**config.mk**
```make
export PLATFORM = sky130hd
export DESIGN_NAME = sdram_ctrl
export DESIGN_NICKNAME = d
export VERILOG_FILES = /design/src/common/sdram_pkg.sv /design/src/hw/sdram_ctrl/sdram_cmd_fsm.sv /design/src/hw/sdram_ctrl/sdram_ctrl.sv /design/src/hw/sdram_ctrl/sdram_pin_encode.sv /design/src/hw/sdram_ctrl/sdram_rd_capture.sv /design/src/hw/sdram_ctrl/sdram_refresh_timer.sv
export SDC_FILE = /design/constraint.sdc
export NUM_CORES = 1
export LEC_CHECK = 0
export ABC_AREA = 1
export BUFFER_PORTS_ARGS = -buffer_cell sky130_fd_sc_hd__buf_2
export CAP_MARGIN = 30
export CORE_ASPECT_RATIO = 1.25
export CORE_UTILIZATION = 30
export DETAILED_ROUTE_END_ITERATION = 8
export PLACE_DENSITY_LB_ADDON = 0.25
export SYNTH_ARGS = -nofsm -noshare
export SYNTH_HDL_FRONTEND = slang
export SYNTH_HIERARCHICAL = 1
export SYNTH_SLANG_ARGS = --single-unit
```
**constraint.sdc**
```tcl
create_clock -name clk -period 6.5 [get_ports clk]
set_clock_uncertainty 0.1 [all_clocks]
set_input_delay 1.3 -clock clk [delete_from_list [all_inputs] [get_ports clk]]
set_output_delay 1.3 -clock clk [all_outputs]
set_load 0.02 [all_outputs]
```
**src/common/sdram_pkg.sv**
```systemverilog
/*
 * Shared definitions for the SDR SDRAM controller: bus widths, command and
 * sequencer state encodings, and the mode-register word written at init.
 */
package sdram_pkg;

    localparam int DATA_W  = 16;
    localparam int DQM_W   = DATA_W / 8;
    localparam int ROW_W   = 13;
    localparam int BANK_W  = 2;
    localparam int COL_W   = 9;
    // Host word address is {row, bank, col}
    localparam int ADDR_W  = ROW_W + BANK_W + COL_W;
    localparam int TIMER_W = 16;

    typedef enum logic [2:0] {
        CMD_INHIBIT,
        CMD_NOP,
        CMD_ACTIVE,
        CMD_READ,
        CMD_WRITE,
        CMD_PRECHARGE,
        CMD_REFRESH,
        CMD_LOAD_MODE
    } sdram_cmd_t;

    typedef enum logic [3:0] {
        ST_PWRUP,
        ST_INIT_PRE,
        ST_INIT_REF1,
        ST_INIT_REF2,
        ST_LOAD_MODE,
        ST_IDLE,
        ST_REFRESH,
        ST_ACTIVE,
        ST_READ,
        ST_WRITE,
        ST_PRECHARGE
    } sdram_state_t;

    // ------------------------------
    // Mode register fields
    // ------------------------------
    localparam logic [2:0] MODE_BURST_LEN_1 = 3'b000;
    localparam logic       MODE_SEQUENTIAL  = 1'b0;

    // Burst write, standard operation, fixed burst of one word
    function automatic logic [ROW_W-1:0] mode_word(input int unsigned cas_latency);
        logic [ROW_W-1:0] w;
        w = '0;
        w[6:4] = 3'(cas_latency);
        w[3]   = MODE_SEQUENTIAL;
        w[2:0] = MODE_BURST_LEN_1;
        return w;
    endfunction

endpackage

```
**src/hw/sdram_ctrl/sdram_cmd_fsm.sv**
```systemverilog
/*
 * Command sequencer. Runs the power-up sequence, services owed refreshes
 * and turns each host request into ACTIVE, READ or WRITE, PRECHARGE-all.
 * Commands are issued on state entry and registered by the pin encoder.
 */
module sdram_cmd_fsm #(
    parameter int INIT_DELAY  = 10000,
    parameter int T_RP        = 3,
    parameter int T_RFC       = 7,
    parameter int T_MRD       = 2,
    parameter int T_RCD       = 3,
    parameter int CAS_LATENCY = 3
) (
    input  logic                          clk,
    input  logic                          reset,
    input  logic                          req,
    input  logic                          wr,
    input  logic [sdram_pkg::ADDR_W-1:0]  addr,
    input  logic [sdram_pkg::DATA_W-1:0]  wdata,
    input  logic                          refresh_owed,
    output logic                          accepted,
    output logic                          write_done,
    output sdram_pkg::sdram_cmd_t         cmd,
    output logic [sdram_pkg::ROW_W-1:0]   row,
    output logic [sdram_pkg::BANK_W-1:0]  bank,
    output logic [sdram_pkg::COL_W-1:0]   col,
    output logic                          a10,
    output logic                          refresh_ack,
    output logic                          init_done,
    output logic                          read_issued,
    output logic                          write_issued,
    output logic [sdram_pkg::DATA_W-1:0]  wdata_q
);

    sdram_pkg::sdram_state_t        state;
    sdram_pkg::sdram_state_t        next_state;
    logic [sdram_pkg::TIMER_W-1:0]  timer;
    logic                           first;
    logic                           timer_done;

    // Cycles spent in each state
    function automatic int state_len(input sdram_pkg::sdram_state_t s);
        case (s)
            sdram_pkg::ST_PWRUP:     return INIT_DELAY;
            sdram_pkg::ST_INIT_PRE,
            sdram_pkg::ST_PRECHARGE: return T_RP;
            sdram_pkg::ST_INIT_REF1,
            sdram_pkg::ST_INIT_REF2,
            sdram_pkg::ST_REFRESH:   return T_RFC;
            sdram_pkg::ST_LOAD_MODE: return T_MRD;
            sdram_pkg::ST_ACTIVE:    return T_RCD;
            default:                 return 1;
        endcase
    endfunction

    assign timer_done = (timer == '0);

    always_comb begin
        next_state = state;
        if (state == sdram_pkg::ST_IDLE) begin
            // Owed refresh wins over a waiting request
            if (refresh_owed) begin
                next_state = sdram_pkg::ST_REFRESH;
            end else if (req) begin
                next_state = sdram_pkg::ST_ACTIVE;
            end
        end else if (timer_done) begin
            case (state)
                sdram_pkg::ST_PWRUP:     next_state = sdram_pkg::ST_INIT_PRE;
                sdram_pkg::ST_INIT_PRE:  next_state = sdram_pkg::ST_INIT_REF1;
                sdram_pkg::ST_INIT_REF1: next_state = sdram_pkg::ST_INIT_REF2;
                sdram_pkg::ST_INIT_REF2: next_state = sdram_pkg::ST_LOAD_MODE;
                sdram_pkg::ST_ACTIVE: begin
                    next_state = wr ? sdram_pkg::ST_WRITE : sdram_pkg::ST_READ;
                end
                sdram_pkg::ST_READ,
                sdram_pkg::ST_WRITE:     next_state = sdram_pkg::ST_PRECHARGE;
                default:                 next_state = sdram_pkg::ST_IDLE;
            endcase
        end
    end

    always_ff @(posedge clk or posedge reset) begin
        if (reset) begin
            state        <= sdram_pkg::ST_PWRUP;
            timer        <= sdram_pkg::TIMER_W'(INIT_DELAY - 1);
            first        <= 1'b1;
            read_issued  <= 1'b0;
            write_issued <= 1'b0;
        end else begin
            state        <= next_state;
            first        <= (next_state != state);
            read_issued  <= (state == sdram_pkg::ST_READ);
            write_issued <= (state == sdram_pkg::ST_WRITE);
            if (next_state != state) begin
                timer <= sdram_pkg::TIMER_W'(state_len(next_state) - 1);
            end else if (!timer_done) begin
                timer <= timer - 1'b1;
            end
        end
    end

    // Write data for the pin cycle after acceptance
    always_ff @(posedge clk) begin
        if (accepted) begin
            wdata_q <= wdata;
        end
    end

    // ------------------------------
    // Command fields
    // ------------------------------
    always_comb begin
        cmd = sdram_pkg::CMD_NOP;
        if (state == sdram_pkg::ST_PWRUP) begin
            cmd = sdram_pkg::CMD_INHIBIT;
        end else if (first) begin
            case (state)
                sdram_pkg::ST_INIT_PRE,
                sdram_pkg::ST_PRECHARGE: cmd = sdram_pkg::CMD_PRECHARGE;
                sdram_pkg::ST_INIT_REF1,
                sdram_pkg::ST_INIT_REF2,
                sdram_pkg::ST_REFRESH:   cmd = sdram_pkg::CMD_REFRESH;
                sdram_pkg::ST_LOAD_MODE: cmd = sdram_pkg::CMD_LOAD_MODE;
                sdram_pkg::ST_ACTIVE:    cmd = sdram_pkg::CMD_ACTIVE;
                sdram_pkg::ST_READ:      cmd = sdram_pkg::CMD_READ;
                sdram_pkg::ST_WRITE:     cmd = sdram_pkg::CMD_WRITE;
                default:                 cmd = sdram_pkg::CMD_NOP;
            endcase
        end
    end

    // Host holds addr stable until accepted
    assign row  = (state == sdram_pkg::ST_LOAD_MODE) ? sdram_pkg::mode_word(CAS_LATENCY)
                                                     : addr[sdram_pkg::ADDR_W-1 -: sdram_pkg::ROW_W];
    assign bank = addr[sdram_pkg::COL_W +: sdram_pkg::BANK_W];
    assign col  = addr[sdram_pkg::COL_W-1:0];
    // Precharge all banks
    assign a10  = (cmd == sdram_pkg::CMD_PRECHARGE);

    assign accepted    = (state == sdram_pkg::ST_READ) || (state == sdram_pkg::ST_WRITE);
    assign write_done  = write_issued;
    assign refresh_ack = first && (state == sdram_pkg::ST_REFRESH);
    assign init_done   = (state inside {sdram_pkg::ST_IDLE, sdram_pkg::ST_REFRESH,
                                        sdram_pkg::ST_ACTIVE, sdram_pkg::ST_READ,
                                        sdram_pkg::ST_WRITE, sdram_pkg::ST_PRECHARGE});

    a_accept_pulse: assert property (@(posedge clk) disable iff (reset)
        accepted |=> !accepted);

    a_rd_wr_excl: assert property (@(posedge clk) disable iff (reset)
        !(read_issued && write_issued));

endmodule

```
**src/hw/sdram_ctrl/sdram_ctrl.sv**
```systemverilog
/*
 * Close-page SDR SDRAM controller top level. Takes single-word host reads
 * and writes with a req/accepted handshake and drives a 16-bit SDRAM.
 * The data pad is split into dq_out, dq_oe and dq_in for the board level.
 */
module sdram_ctrl #(
    parameter int INIT_DELAY       = 10000,
    parameter int T_RP             = 3,
    parameter int T_RFC            = 7,
    parameter int T_MRD            = 2,
    parameter int T_RCD            = 3,
    parameter int CAS_LATENCY      = 3,
    parameter int REFRESH_INTERVAL = 780
) (
    input  logic                          clk,
    input  logic                          reset,

    // Host side
    input  logic                          req,
    input  logic                          wr,
    input  logic [sdram_pkg::ADDR_W-1:0]  addr,
    input  logic [sdram_pkg::DATA_W-1:0]  wdata,
    output logic                          accepted,
    output logic                          done,
    output logic [sdram_pkg::DATA_W-1:0]  rdata,

    // Memory side
    output logic                          sdram_clk,
    output logic                          cke,
    output logic                          cs_n,
    output logic                          ras_n,
    output logic                          cas_n,
    output logic                          we_n,
    output logic [sdram_pkg::BANK_W-1:0]  ba,
    output logic [sdram_pkg::ROW_W-1:0]   a,
    output logic [sdram_pkg::DQM_W-1:0]   dqm,
    output logic [sdram_pkg::DATA_W-1:0]  dq_out,
    output logic                          dq_oe,
    input  logic [sdram_pkg::DATA_W-1:0]  dq_in
);

    sdram_pkg::sdram_cmd_t          cmd;
    logic [sdram_pkg::ROW_W-1:0]    row;
    logic [sdram_pkg::BANK_W-1:0]   bank;
    logic [sdram_pkg::COL_W-1:0]    col;
    logic                           a10;
    logic                           refresh_owed;
    logic                           refresh_ack;
    logic                           init_done;
    logic                           read_issued;
    logic                           write_issued;
    logic                           write_done;
    logic                           read_done;
    logic [sdram_pkg::DATA_W-1:0]   wdata_q;

    assign sdram_clk = clk;
    assign done      = write_done | read_done;

    sdram_cmd_fsm #(
        .INIT_DELAY  (INIT_DELAY),
        .T_RP        (T_RP),
        .T_RFC       (T_RFC),
        .T_MRD       (T_MRD),
        .T_RCD       (T_RCD),
        .CAS_LATENCY (CAS_LATENCY)
    ) i_sdram_cmd_fsm (
        .clk, .reset, .req, .wr, .addr, .wdata, .refresh_owed,
        .accepted, .write_done, .cmd, .row, .bank, .col, .a10,
        .refresh_ack, .init_done, .read_issued, .write_issued, .wdata_q
    );

    sdram_refresh_timer #(
        .REFRESH_INTERVAL (REFRESH_INTERVAL)
    ) i_sdram_refresh_timer (
        .clk, .reset, .init_done, .refresh_ack, .refresh_owed
    );

    sdram_pin_encode i_sdram_pin_encode (
        .clk, .reset, .cmd, .row, .bank, .col, .a10,
        .cke, .cs_n, .ras_n, .cas_n, .we_n, .ba, .a, .dqm
    );

    sdram_rd_capture #(
        .CAS_LATENCY (CAS_LATENCY)
    ) i_sdram_rd_capture (
        .clk, .reset, .read_issued, .write_issued, .wdata_q, .dq_in,
        .read_done, .rdata, .dq_out, .dq_oe
    );

endmodule

```
**src/hw/sdram_ctrl/sdram_pin_encode.sv**
```systemverilog
/*
 * Registers the sequencer command onto the SDRAM control and address pins.
 * Every pin command appears one cycle after the state that issued it.
 */
module sdram_pin_encode (
    input  logic                          clk,
    input  logic                          reset,
    input  sdram_pkg::sdram_cmd_t         cmd,
    input  logic [sdram_pkg::ROW_W-1:0]   row,
    input  logic [sdram_pkg::BANK_W-1:0]  bank,
    input  logic [sdram_pkg::COL_W-1:0]   col,
    input  logic                          a10,
    output logic                          cke,
    output logic                          cs_n,
    output logic                          ras_n,
    output logic                          cas_n,
    output logic                          we_n,
    output logic [sdram_pkg::BANK_W-1:0]  ba,
    output logic [sdram_pkg::ROW_W-1:0]   a,
    output logic [sdram_pkg::DQM_W-1:0]   dqm
);

    logic [3:0]                   ctl;
    logic [sdram_pkg::ROW_W-1:0]  a_next;
    logic [sdram_pkg::BANK_W-1:0] ba_next;

    // {cs_n, ras_n, cas_n, we_n}
    always_comb begin
        ctl     = 4'b0111;
        a_next  = '0;
        ba_next = bank;
        case (cmd)
            sdram_pkg::CMD_INHIBIT:   ctl = 4'b1111;
            sdram_pkg::CMD_ACTIVE: begin
                ctl    = 4'b0011;
                a_next = row;
            end
            sdram_pkg::CMD_READ,
            sdram_pkg::CMD_WRITE: begin
                ctl = (cmd == sdram_pkg::CMD_READ) ? 4'b0101 : 4'b0100;
                a_next[sdram_pkg::COL_W-1:0] = col;
                a_next[10] = a10;
            end
            sdram_pkg::CMD_PRECHARGE: begin
                ctl        = 4'b0010;
                a_next[10] = a10;
            end
            sdram_pkg::CMD_REFRESH:   ctl = 4'b0001;
            sdram_pkg::CMD_LOAD_MODE: begin
                ctl     = 4'b0000;
                a_next  = row;
                ba_next = '0;
            end
            default:                  ctl = 4'b0111;
        endcase
    end

    always_ff @(posedge clk or posedge reset) begin
        if (reset) begin
            {cs_n, ras_n, cas_n, we_n} <= 4'b1111;
            ba <= '0;
            a  <= '0;
        end else begin
            {cs_n, ras_n, cas_n, we_n} <= ctl;
            ba <= ba_next;
            a  <= a_next;
        end
    end

    // No clock suspend or byte masking
    assign cke = 1'b1;
    assign dqm = '0;

endmodule

```
**src/hw/sdram_ctrl/sdram_rd_capture.sv**
```systemverilog
/*
 * Read data return and write data drive. Tracks reads in flight for
 * CAS_LATENCY cycles after the READ pin cycle and returns dq_in then.
 */
module sdram_rd_capture #(
    parameter int CAS_LATENCY = 3
) (
    input  logic                          clk,
    input  logic                          reset,
    input  logic                          read_issued,
    input  logic                          write_issued,
    input  logic [sdram_pkg::DATA_W-1:0]  wdata_q,
    input  logic [sdram_pkg::DATA_W-1:0]  dq_in,
    output logic                          read_done,
    output logic [sdram_pkg::DATA_W-1:0]  rdata,
    output logic [sdram_pkg::DATA_W-1:0]  dq_out,
    output logic                          dq_oe
);

    // Bit n set means READ was on the pins n+1 cycles ago
    logic [CAS_LATENCY-1:0] valid_pipe;

    always_ff @(posedge clk or posedge reset) begin
        if (reset) begin
            valid_pipe <= '0;
        end else begin
            valid_pipe <= {valid_pipe[CAS_LATENCY-2:0], read_issued};
        end
    end

    assign read_done = valid_pipe[CAS_LATENCY-1];
    assign rdata     = read_done ? dq_in : '0;

    // Write data sits on the bus with the WRITE command
    assign dq_oe  = write_issued;
    assign dq_out = write_issued ? wdata_q : '0;

    a_no_bus_clash: assert property (@(posedge clk) disable iff (reset)
        !(dq_oe && (read_issued || (|valid_pipe))));

endmodule

```
**src/hw/sdram_ctrl/sdram_refresh_timer.sv**
```systemverilog
/*
 * Auto-refresh scheduler. Counts refresh intervals once init is done and
 * keeps the number of refreshes still owed by the sequencer.
 */
module sdram_refresh_timer #(
    parameter int REFRESH_INTERVAL = 780
) (
    input  logic clk,
    input  logic reset,
    input  logic init_done,
    input  logic refresh_ack,
    output logic refresh_owed
);

    localparam int CNT_W  = $clog2(REFRESH_INTERVAL + 1);
    localparam int OWED_W = 4;

    logic [CNT_W-1:0]  interval_cnt;
    logic [OWED_W-1:0] owed;
    logic              wrap;

    assign wrap = (interval_cnt == '0);

    always_ff @(posedge clk or posedge reset) begin
        if (reset) begin
            interval_cnt <= CNT_W'(REFRESH_INTERVAL - 1);
            owed         <= '0;
        end else if (!init_done) begin
            interval_cnt <= CNT_W'(REFRESH_INTERVAL - 1);
            owed         <= '0;
        end else begin
            interval_cnt <= wrap ? CNT_W'(REFRESH_INTERVAL - 1) : interval_cnt - 1'b1;
            owed         <= owed + OWED_W'(wrap) - OWED_W'(refresh_ack);
        end
    end

    assign refresh_owed = (owed != '0);

    // Sequencer only acknowledges a refresh it was told about
    a_no_underflow: assert property (@(posedge clk) disable iff (reset)
        refresh_ack |-> owed != '0);

endmodule

```
**Word-level counts from Yosys, hierarchy flattened**

Memory sizes are Yosys's and may differ from the RTL's.
Cells that the tools add are included.

- Memory bits (read-only): 176
- Register bits after elaboration: 75
- Output and inout bits: 58
- Logic and storage cells: 76
- Memories kept: 2
- Bits of input ports: 60

Memory list:

| name | depth | width | read ports | clocked after Yosys merged registers in | wr ports | RTL line | RTL |
|---|---|---|---|---|---|---|---|
| (name not given) | 16 | 8 | 1 | 0 | 0 | sdram_cmd_fsm.sv:43 | `case (s)` |
| (name not given) | 16 | 3 | 1 | 0 | 0 | sdram_cmd_fsm.sv:118 | `case (state)` |

- Mux-type cells: 24
- Add/sub/neg operators: 5
- Bitwise gates (word level): 1
- Eq/ne operators: 18
- Reduce and logical (&&, ||, !) cells: 11

Operators with widths:

| cell | count |
|---|---|
| $mux 16 | 5 |
| $pmux 4 s6 | 2 |
| $mux 10 | 2 |
| $mux 4 | 5 |
| $pmux 9 s2 | 1 |
| $eq 4x3->1 const B | 4 |
| $logic_not 16->1 | 1 |
| $sub 16x1->16 const B | 1 |
| $sub 16x2->16 const B | 1 |
| $mux 13 | 1 |
| $eq 3x3->1 const B | 4 |
| $eq 4x4->1 const B | 3 |
| $logic_not 10->1 | 1 |
| $sub 10x1->10 const B | 1 |
| $eq 4x2->1 const B | 2 |
| $eq 3x2->1 const B | 2 |
| $mux 3 | 2 |
| $reduce_bool 6->1 | 1 |
| $reduce_or 2->1 | 3 |
| $add 4x1->4 | 1 |
| $eq 4x1->1 const B | 1 |
| $logic_not 4->1 | 1 |
| $mux 2 | 2 |
| $ne 4x4->1 | 1 |
| other kinds (9) | 11 |

**Logic depth before layout (Yosys ltp)**

Gate-level depths: netlist of run 1.

- Depth in word-level cells: 9
- Mapped depth: 20
- Gate-level depth less buffers: 20

**Cells and area by module**

The synthesis of run 1 kept the hierarchy.

Modules (own cells, without submodules):

| module | instances | area each (um^2) | cells each | sequential area each (um^2) |
|---|---|---|---|---|
| sdram_cmd_fsm | 1 | 2706.3 | 347 | 1067.3 |
| sdram_refresh_timer | 1 | 818.3 | 95 | 356.6 |
| sdram_pin_encode | 1 | 805.8 | 88 | 480.5 |
| sdram_rd_capture | 1 | 392.9 | 73 | 75.1 |
| sdram_ctrl | 1 | 18.8 | 4 | 0.0 |

==> results.py, run 1 <==
metrics = {
    "outcome": {
        "status": "completed",
    },
    "worst_setup_path": {
        "crit_required_ns": 5.10,
        "cp_num_buf_inv": 3,
        "reg2reg_depth": 14,
        "critPathLaunchType": "clock port",
        "cpPeakStageDelay_ns": 0.15,
        "path_common_cell": "clkbuf_16",
        "critPathKind": "clock port to output pin",
        "crit_start": "clk",
        "critPathTopFamily": "buffers and inverters",
        "path_cells": "clkbuf_16 -> clkbuf_16 -> buf_2",
        "r2r_slack_ns": 3.08,
        "critPathArrivalTime_ns": 3.64,
        "end_kind": "output pin",
        "worstPathMaxFanout": 2,
        "r2r_end": "i_sdram_cmd_fsm/timer[4]$_DFFE_PP0P_",
        "r2r-start": "i_sdram_cmd_fsm/state[1]$_DFF_PP0_",
        "crit_slowest_cell": "buf_2",
    },
    "synthesis": {
        "synth_cells": 607,
        "syn_area_um2": 4740,
        "yosys.cell_types.count": 38,
        "seq_area_frac_synth": 0.417,
        "synth_area_leader_cell": "dfrtp_1",
        "synth_top_cells_by_area": "dfrtp_1 22%, nand2_1 13%, edfxtp_1 10%",
        "ys_seq_elements": 75,
        "synth_top_area_share": 0.216,
        "yosys_warnings": 6,
        "syn_avg_cell_area_um2": 7.81,
    },
    "clock_network": {
        "clk_latency_ns": 0.45,
        "holdBufCountCts": 0,
        "path_clk_slew_ns": 0.06,
        "cts_tree": "done",
        "cts_setup_buffers": 0,
        "cts_resized": 0,
    },
    "grt": {
        "grt_pass1_vias": 3681,
        "grt_pass1_wl_mm": 17.2,
        "overflow": 0,
        "antenna_found_initial": 0,
        "grt_usage": 0.139,
        "grt_max_degree": 25,
    },
    "floorplan": {
        "die_w_um": 114,
        "die_y_um": 143,
        "rows": 51,
        "initial_core_util": 0.306,
        "core_area_um2": 15500,
        "boundaryPins": 118,
        "die-area_um2": 16300,
    },
    "layout": {
        "fillers": 1666,
        "antennaDiodeCount": 0,
        "area_growth_pct": 20.7,
        "final_net_count": 790,
        "drive_above_1_share": 0.295,
        "fin_util": 0.369,
        "fin_cells": 927,
    },
    "routing": {
        "wl_per_cell_um": 11.5,
        "viasPerCell": 4.18,
        "finalWirelength_mm": 10.7,
        "first_iter_violations": 132,
        "drcViolationCount": 0,
        "first_pass_iters": 4,
        "antenna_left": 0,
        "vias": 3879,
    },
    "sta": {
        "setup_viol": 0,
        "final.setup.tns_ns": 0,
        "hold_violations": 0,
        "worst_pin_slew_ns": 0.768,
        "rsz0062_at_grt": "no",
        "slew_viol_final": 0,
        "maxSlewHeadroom": 0.487,
    },
    "min_path": {
        "hp-start": "i_sdram_rd_capture/valid_pipe[1]$_DFF_PP0_",
        "whs_path_depth": 0,
        "hold_path.class": "register to register",
        "min_to": "i_sdram_rd_capture/valid_pipe[2]$_DFF_PP0_",
    },
    "pwr": {
        "pwr_density_cell_nw_per_um2": 453,
        "ir_drop_mv": 0.194,
        "leakage_nw": 3.36,
    },
    "placement": {
        "hpwl_mm": 8.27,
        "gp_congestion": 0.871,
        "io_buffers": 114,
        "numPlacedInstances": 908,
    },
    "job": {
        "maxCapViolations": 0,
    },
}
routing by layer:
| metal | track usage | vias to the layer above | share of wire | wire, um |
|---|---|---|---|---|
| li1 | - | 2014 | - | - |
| met4 | 0.0602 | 0 | 0.016 | 169 |
| met3 | 0.0375 | 10 | 0.049 | 517 |
| met1 | 0.149 | 1766 | 0.42 | 4430 |
| met5 | 0 | - | 0 | 0 |
| met2 | 0.252 | 89 | 0.52 | 5530 |
power by group:
part	internal [mW]	leakage, nW	switching (mW)	total, mW
clock	0.350	0.181	0.232	0.582
combinational	0.423	2.31	0.866	1.29
sequential	0.638	0.870	0.0818	0.720
flip-flops by register name, summed over array words and instances (netlist names):
register                            flops
i_sdram_cmd_fsm/state                   4
i_sdram_pin_encode/cs_n                 1
i_sdram_cmd_fsm/write_done              1
i_sdram_pin_encode/cas_n                1
i_sdram_pin_encode/we_n                 1
i_sdram_refresh_timer/owed              4
i_sdram_cmd_fsm/read_issued             1
i_sdram_pin_encode/a                   13
i_sdram_cmd_fsm/timer                  16
i_sdram_cmd_fsm/first                   1
i_sdram_pin_encode/ras_n                1
i_sdram_rd_capture/valid_pipe           3
i_sdram_pin_encode/ba                   2
i_sdram_refresh_timer/interval_cnt     10
i_sdram_cmd_fsm/wdata_q                16
worst reg2reg max path: stages (launching register included):
cell and delay, ns:
dfrtp_1 0.48, inv_1 0.19, ha_1 0.31, nand3_1 0.15, nand2_1 0.60, nor2_1 0.19
nand3_1 0.14, nand3_2 0.12, o21ai_0 0.20, ha_1 0.20, ha_1 0.19, inv_1 0.05
ha_1 0.26, nand2_1 0.08, o21ai_2 0.05
worst max-delay path by stage:
| stage | cells past startpoint | slack (ns) | to |
|---|---|---|---|
| 4_1_cts | 3 | 1.46 | sdram_clk |
| 6_report | 3 | 1.46 | sdram_clk |
| 2_1_floorplan | 1 | 1.72 | sdram_clk |
| 5_1_grt | 3 | 1.45 | sdram_clk |
| 3_5_place_dp | 1 | 1.71 | sdram_clk |
| 3_3_place_gp | 1 | 1.71 | sdram_clk |
cells in the mapped netlist (all sizes together):
cell     instances
a2111oi          1
nand2          183
fa               1
clkbuf           1
conb             3
edfxtp          16
a21oi            6
nor3             4
ha              19
buf             28
nor4             1
nand4            9
o21ai           22
xnor2            3
o21bai           2
dfstp           18
inv            123
o21a             1
nor2            72
a21boi           1
nand3           40
dfrtp           41
xor2            12
layout make-up:
type | count | area, um^2 | share of cell area
clock buffers | 13 | 305 | 0.0533
clock inverters | 7 | 65.1 | 0.0114
inverters | 123 | 467 | 0.0815
multi-input cells | 381 | 2040 | 0.357
flip-flops and latches | 75 | 1980 | 0.346
well taps | 212 | 265 | 0.0463
repair buffers | 116 | 601 | 0.105
layout by cell type, fill, tap and decap left out, types with 4 or more instances in the layout:
master,synthesis,final
nand3_2,5,5
dfrtp_1,41,41
conb_1,3,4
nor2_1,60,60
inv_2,5,5
nand2_2,16,16
nand3_1,34,34
inv_1,116,116
nand4_1,9,9
o21ai_0,12,12
o21ai_2,7,7
nor2_2,9,9
dfstp_2,18,18
xor2_1,12,12
nand2_4,6,6
ha_1,19,19
buf_2,0,114
a21oi_1,5,5
clkbuf_16,0,12
nand2_1,161,161
edfxtp_1,16,16
per-stage QoR:
| step | power [mW] | cell area (um^2) | hold slack, ns | setup WS, ns |
|---|---|---|---|---|
| 6_report | 2.59 | 5720 | 0.250 | 1.46 |
| 5_1_grt | 2.83 | 5720 | 0.264 | 1.45 |
| 4_1_cts | 2.63 | 5720 | 0.253 | 1.46 |
| 3_5_place_dp | 2.05 | 5360 | 0.239 | 1.71 |
| 3_3_place_gp | 2.05 | 5340 | 0.234 | 1.71 |
| 2_1_floorplan | 1.79 | 4750 | 0.231 | 1.72 |
kinds of logic after synthesis:
kind of cell / count (synthesis) / share of synthesized area
flip-flops: 75 / 0.417
other: 3 / 0.00237
buffers and inverters: 152 / 0.153
AO/OA/AOI/OAI: 33 / 0.0441
XOR/XNOR: 15 / 0.0277
AND/OR/NAND/NOR: 309 / 0.301
adder cells (fa/ha/maj): 20 / 0.0544
No activity file was read; power rests on OpenSTA's default activity.
==> run 2, diff against run 1 <==
==> constraint.sdc (replaced) <==
create_clock -name clk -period 4.4 [get_ports clk]
set_clock_uncertainty 0.1 [all_clocks]
set_input_delay 0.88 -clock clk [delete_from_list [all_inputs] [get_ports clk]]
set_output_delay 0.88 -clock clk [all_outputs]
set_load 0.02 [all_outputs]
==> run 2 against run 1 <==
  * Non-clock buffer count is 1 higher
  * Wire length is 1.3% lower
  * Worst setup slack worse by 0.64 ns
  * Sequential power is 47% higher
  * Die area stayed put
  * Global-route usage is 0.27 points lower
  * Combinational power is 47% higher
  * Sequential cell count stayed put
  * Final cell count is 0.11% higher
  * Power is 47% higher
  * Critical path type unchanged
  * Largest power group unchanged
==> results.py, run 2 (same netlist as run 1, synthesis figures left out) <==
metrics = {
    "layout": {
        "antennaDiodeCount": 0,
        "final_common_cell": "nand2_1",
        "area_growth_pct": 20.8,
        "drive_above_1_share": 0.296,
        "final_net_count": 791,
        "most-common-layout-cells": "161 x nand2_1, 116 x inv_1, 114 x buf_2",
        "top_regs": "i_sdram_cmd_fsm/timer x16, i_sdram_cmd_fsm/wdata_q x16, i_sdram_pin_encode/a x13",
        "fillers": 1652,
    },
    "grt": {
        "overflow": 0,
        "grt_max_degree": 25,
        "grt_usage": 0.136,
        "grt_pass1_vias": 3657,
        "antenna_found_initial": 0,
        "grt_pass1_wl_mm": 17.1,
    },
    "floorplan": {
        "die_w_um": 114,
        "die-area_um2": 16300,
        "rows": 51,
        "boundaryPins": 118,
        "initial_core_util": 0.306,
        "core_area_um2": 15500,
        "die_y_um": 143,
    },
    "worst_setup_path": {
        "crit_slowest_cell": "buf_2",
        "critPathKind": "clock port to output pin",
        "critPathTopFamily": "buffers and inverters",
        "path_common_cell": "clkbuf_16",
        "crit_required_ns": 3.42,
        "critPathLaunchType": "clock port",
        "cpPeakStageDelay_ns": 0.15,
        "path_cells": "clkbuf_16 -> clkbuf_16 -> buf_2",
        "cp_num_buf_inv": 3,
        "critPathArrivalTime_ns": 2.60,
        "end_kind": "output pin",
        "worstPathMaxFanout": 2,
    },
    "clock_network": {
        "path_clk_slew_ns": 0.06,
        "cts_tree": "done",
        "clk_latency_ns": 0.45,
        "cts_setup_buffers": 0,
        "cts_resized": 0,
        "holdBufCountCts": 0,
    },
    "pwr": {
        "leakage_nw": 3.36,
        "ir_drop_mv": 0.181,
        "pwr_density_cell_nw_per_um2": 666,
        "total_power_mw": 3.81,
    },
    "sta": {
        "hold_violations": 0,
        "maxSlewHeadroom": 0.506,
        "slew_viol_final": 0,
        "final.setup.worst_slack_ns": 0.824,
        "rsz0062_at_grt": "no",
        "setup_viol": 0,
        "final.setup.tns_ns": 0,
        "worst_pin_slew_ns": 0.740,
    },
    "outcome": {
        "status": "completed",
    },
    "routing": {
        "wl_per_cell_um": 11.3,
        "finalWirelength_mm": 10.5,
        "drcViolationCount": 0,
        "vias": 3907,
        "first_pass_iters": 4,
        "viasPerCell": 4.21,
        "antenna_left": 0,
        "first_iter_violations": 128,
    },
    "job": {
        "maxCapViolations": 0,
    },
    "placement": {
        "io_buffers": 114,
        "place_ws_ns": 1.08,
        "gp_congestion": 0.824,
        "hpwl_mm": 8.16,
    },
    "min_path": {
        "hold_path.class": "input pin to async pin",
    },
}
[run 2: cell count changes in the layout (fill, tap and decap cells not counted)]
cell | before | now
clkinvlp_4 | 1 | 2
buf_4 | 2 | 3
inv_8 | 2 | 1
[run 2: final timing paths]
kind | end | slack [ns] | start | cells after the start
hold reg to reg | i_sdram_rd_capture/valid_pipe[0]$_DFF_PP0_ | 0.25 | i_sdram_cmd_fsm/read_issued$_DFF_PP0_ | 0
max in group asynchronous | i_sdram_pin_encode/a[10]$_DFF_PP0_ | 3.24 | reset | 2
setup / recovery | sdram_clk | 0.82 | clk | 3
setup reg to reg | i_sdram_cmd_fsm/timer[4]$_DFFE_PP0P_ | 1.32 | i_sdram_cmd_fsm/state[1]$_DFF_PP0_ | 16
min in group clk | i_sdram_rd_capture/valid_pipe[0]$_DFF_PP0_ | 0.25 | i_sdram_cmd_fsm/read_issued$_DFF_PP0_ | 0
hold / removal | i_sdram_rd_capture/valid_pipe[0]$_DFF_PP0_ | 0.23 | reset | 2
[run 2: stage by stage]
stage,cell area (um^2),hold slack [ns],std cells,util
after global placement,5350,0.233,908,0.345
after detailed placement,5370,0.237,909,0.346
after global routing,5730,0.226,928,0.369
final,5730,0.225,928,0.369
after floorplan,4750,0.231,608,-
after CTS,5730,0.213,928,0.369
[run 2: power breakdown]
part	internal (mW)	switching (mW)	leakage [nW]	total (mW)
combinational	0.624	1.27	2.31	1.90
clock	0.514	0.346	0.175	0.860
sequential	0.942	0.116	0.870	1.06
total	2.08	1.73	3.36	3.81
[run 2: routing by layer]
layer,vias up,global-route usage,wire length (um)
met1,1770,0.149,4380
met3,15,0.0413,575
met2,103,0.243,5380
met4,0,0.0540,178
met5,-,0,0
li1,2019,-,-
[run 2: cell type report]
cell class	instances	area [um^2]	share of cell area
Multi-Input combinational cell	381	2040	0.356
Sequential cell	75	1980	0.346
Timing Repair Buffer	117	608	0.106
Inverter	123	467	0.0815
Clock buffer	13	305	0.0533
Tap cell	212	265	0.0463
Clock inverter	7	61.3	0.0107
[run 2: worst reg2reg max path, cell delays in order, from the launching register on]
cell and delay, ns:
dfrtp_1 0.49, inv_1 0.17, ha_1 0.30, o21ai_0 0.31, nand3_2 0.13, nand3_1 0.10
nand2_1 0.10, nand2_2 0.12, nor2_1 0.06, o21ai_0 0.14, o21ai_0 0.11, ha_1 0.24
ha_1 0.21, inv_1 0.06, ha_1 0.21, nand2_1 0.08, o21ai_2 0.06
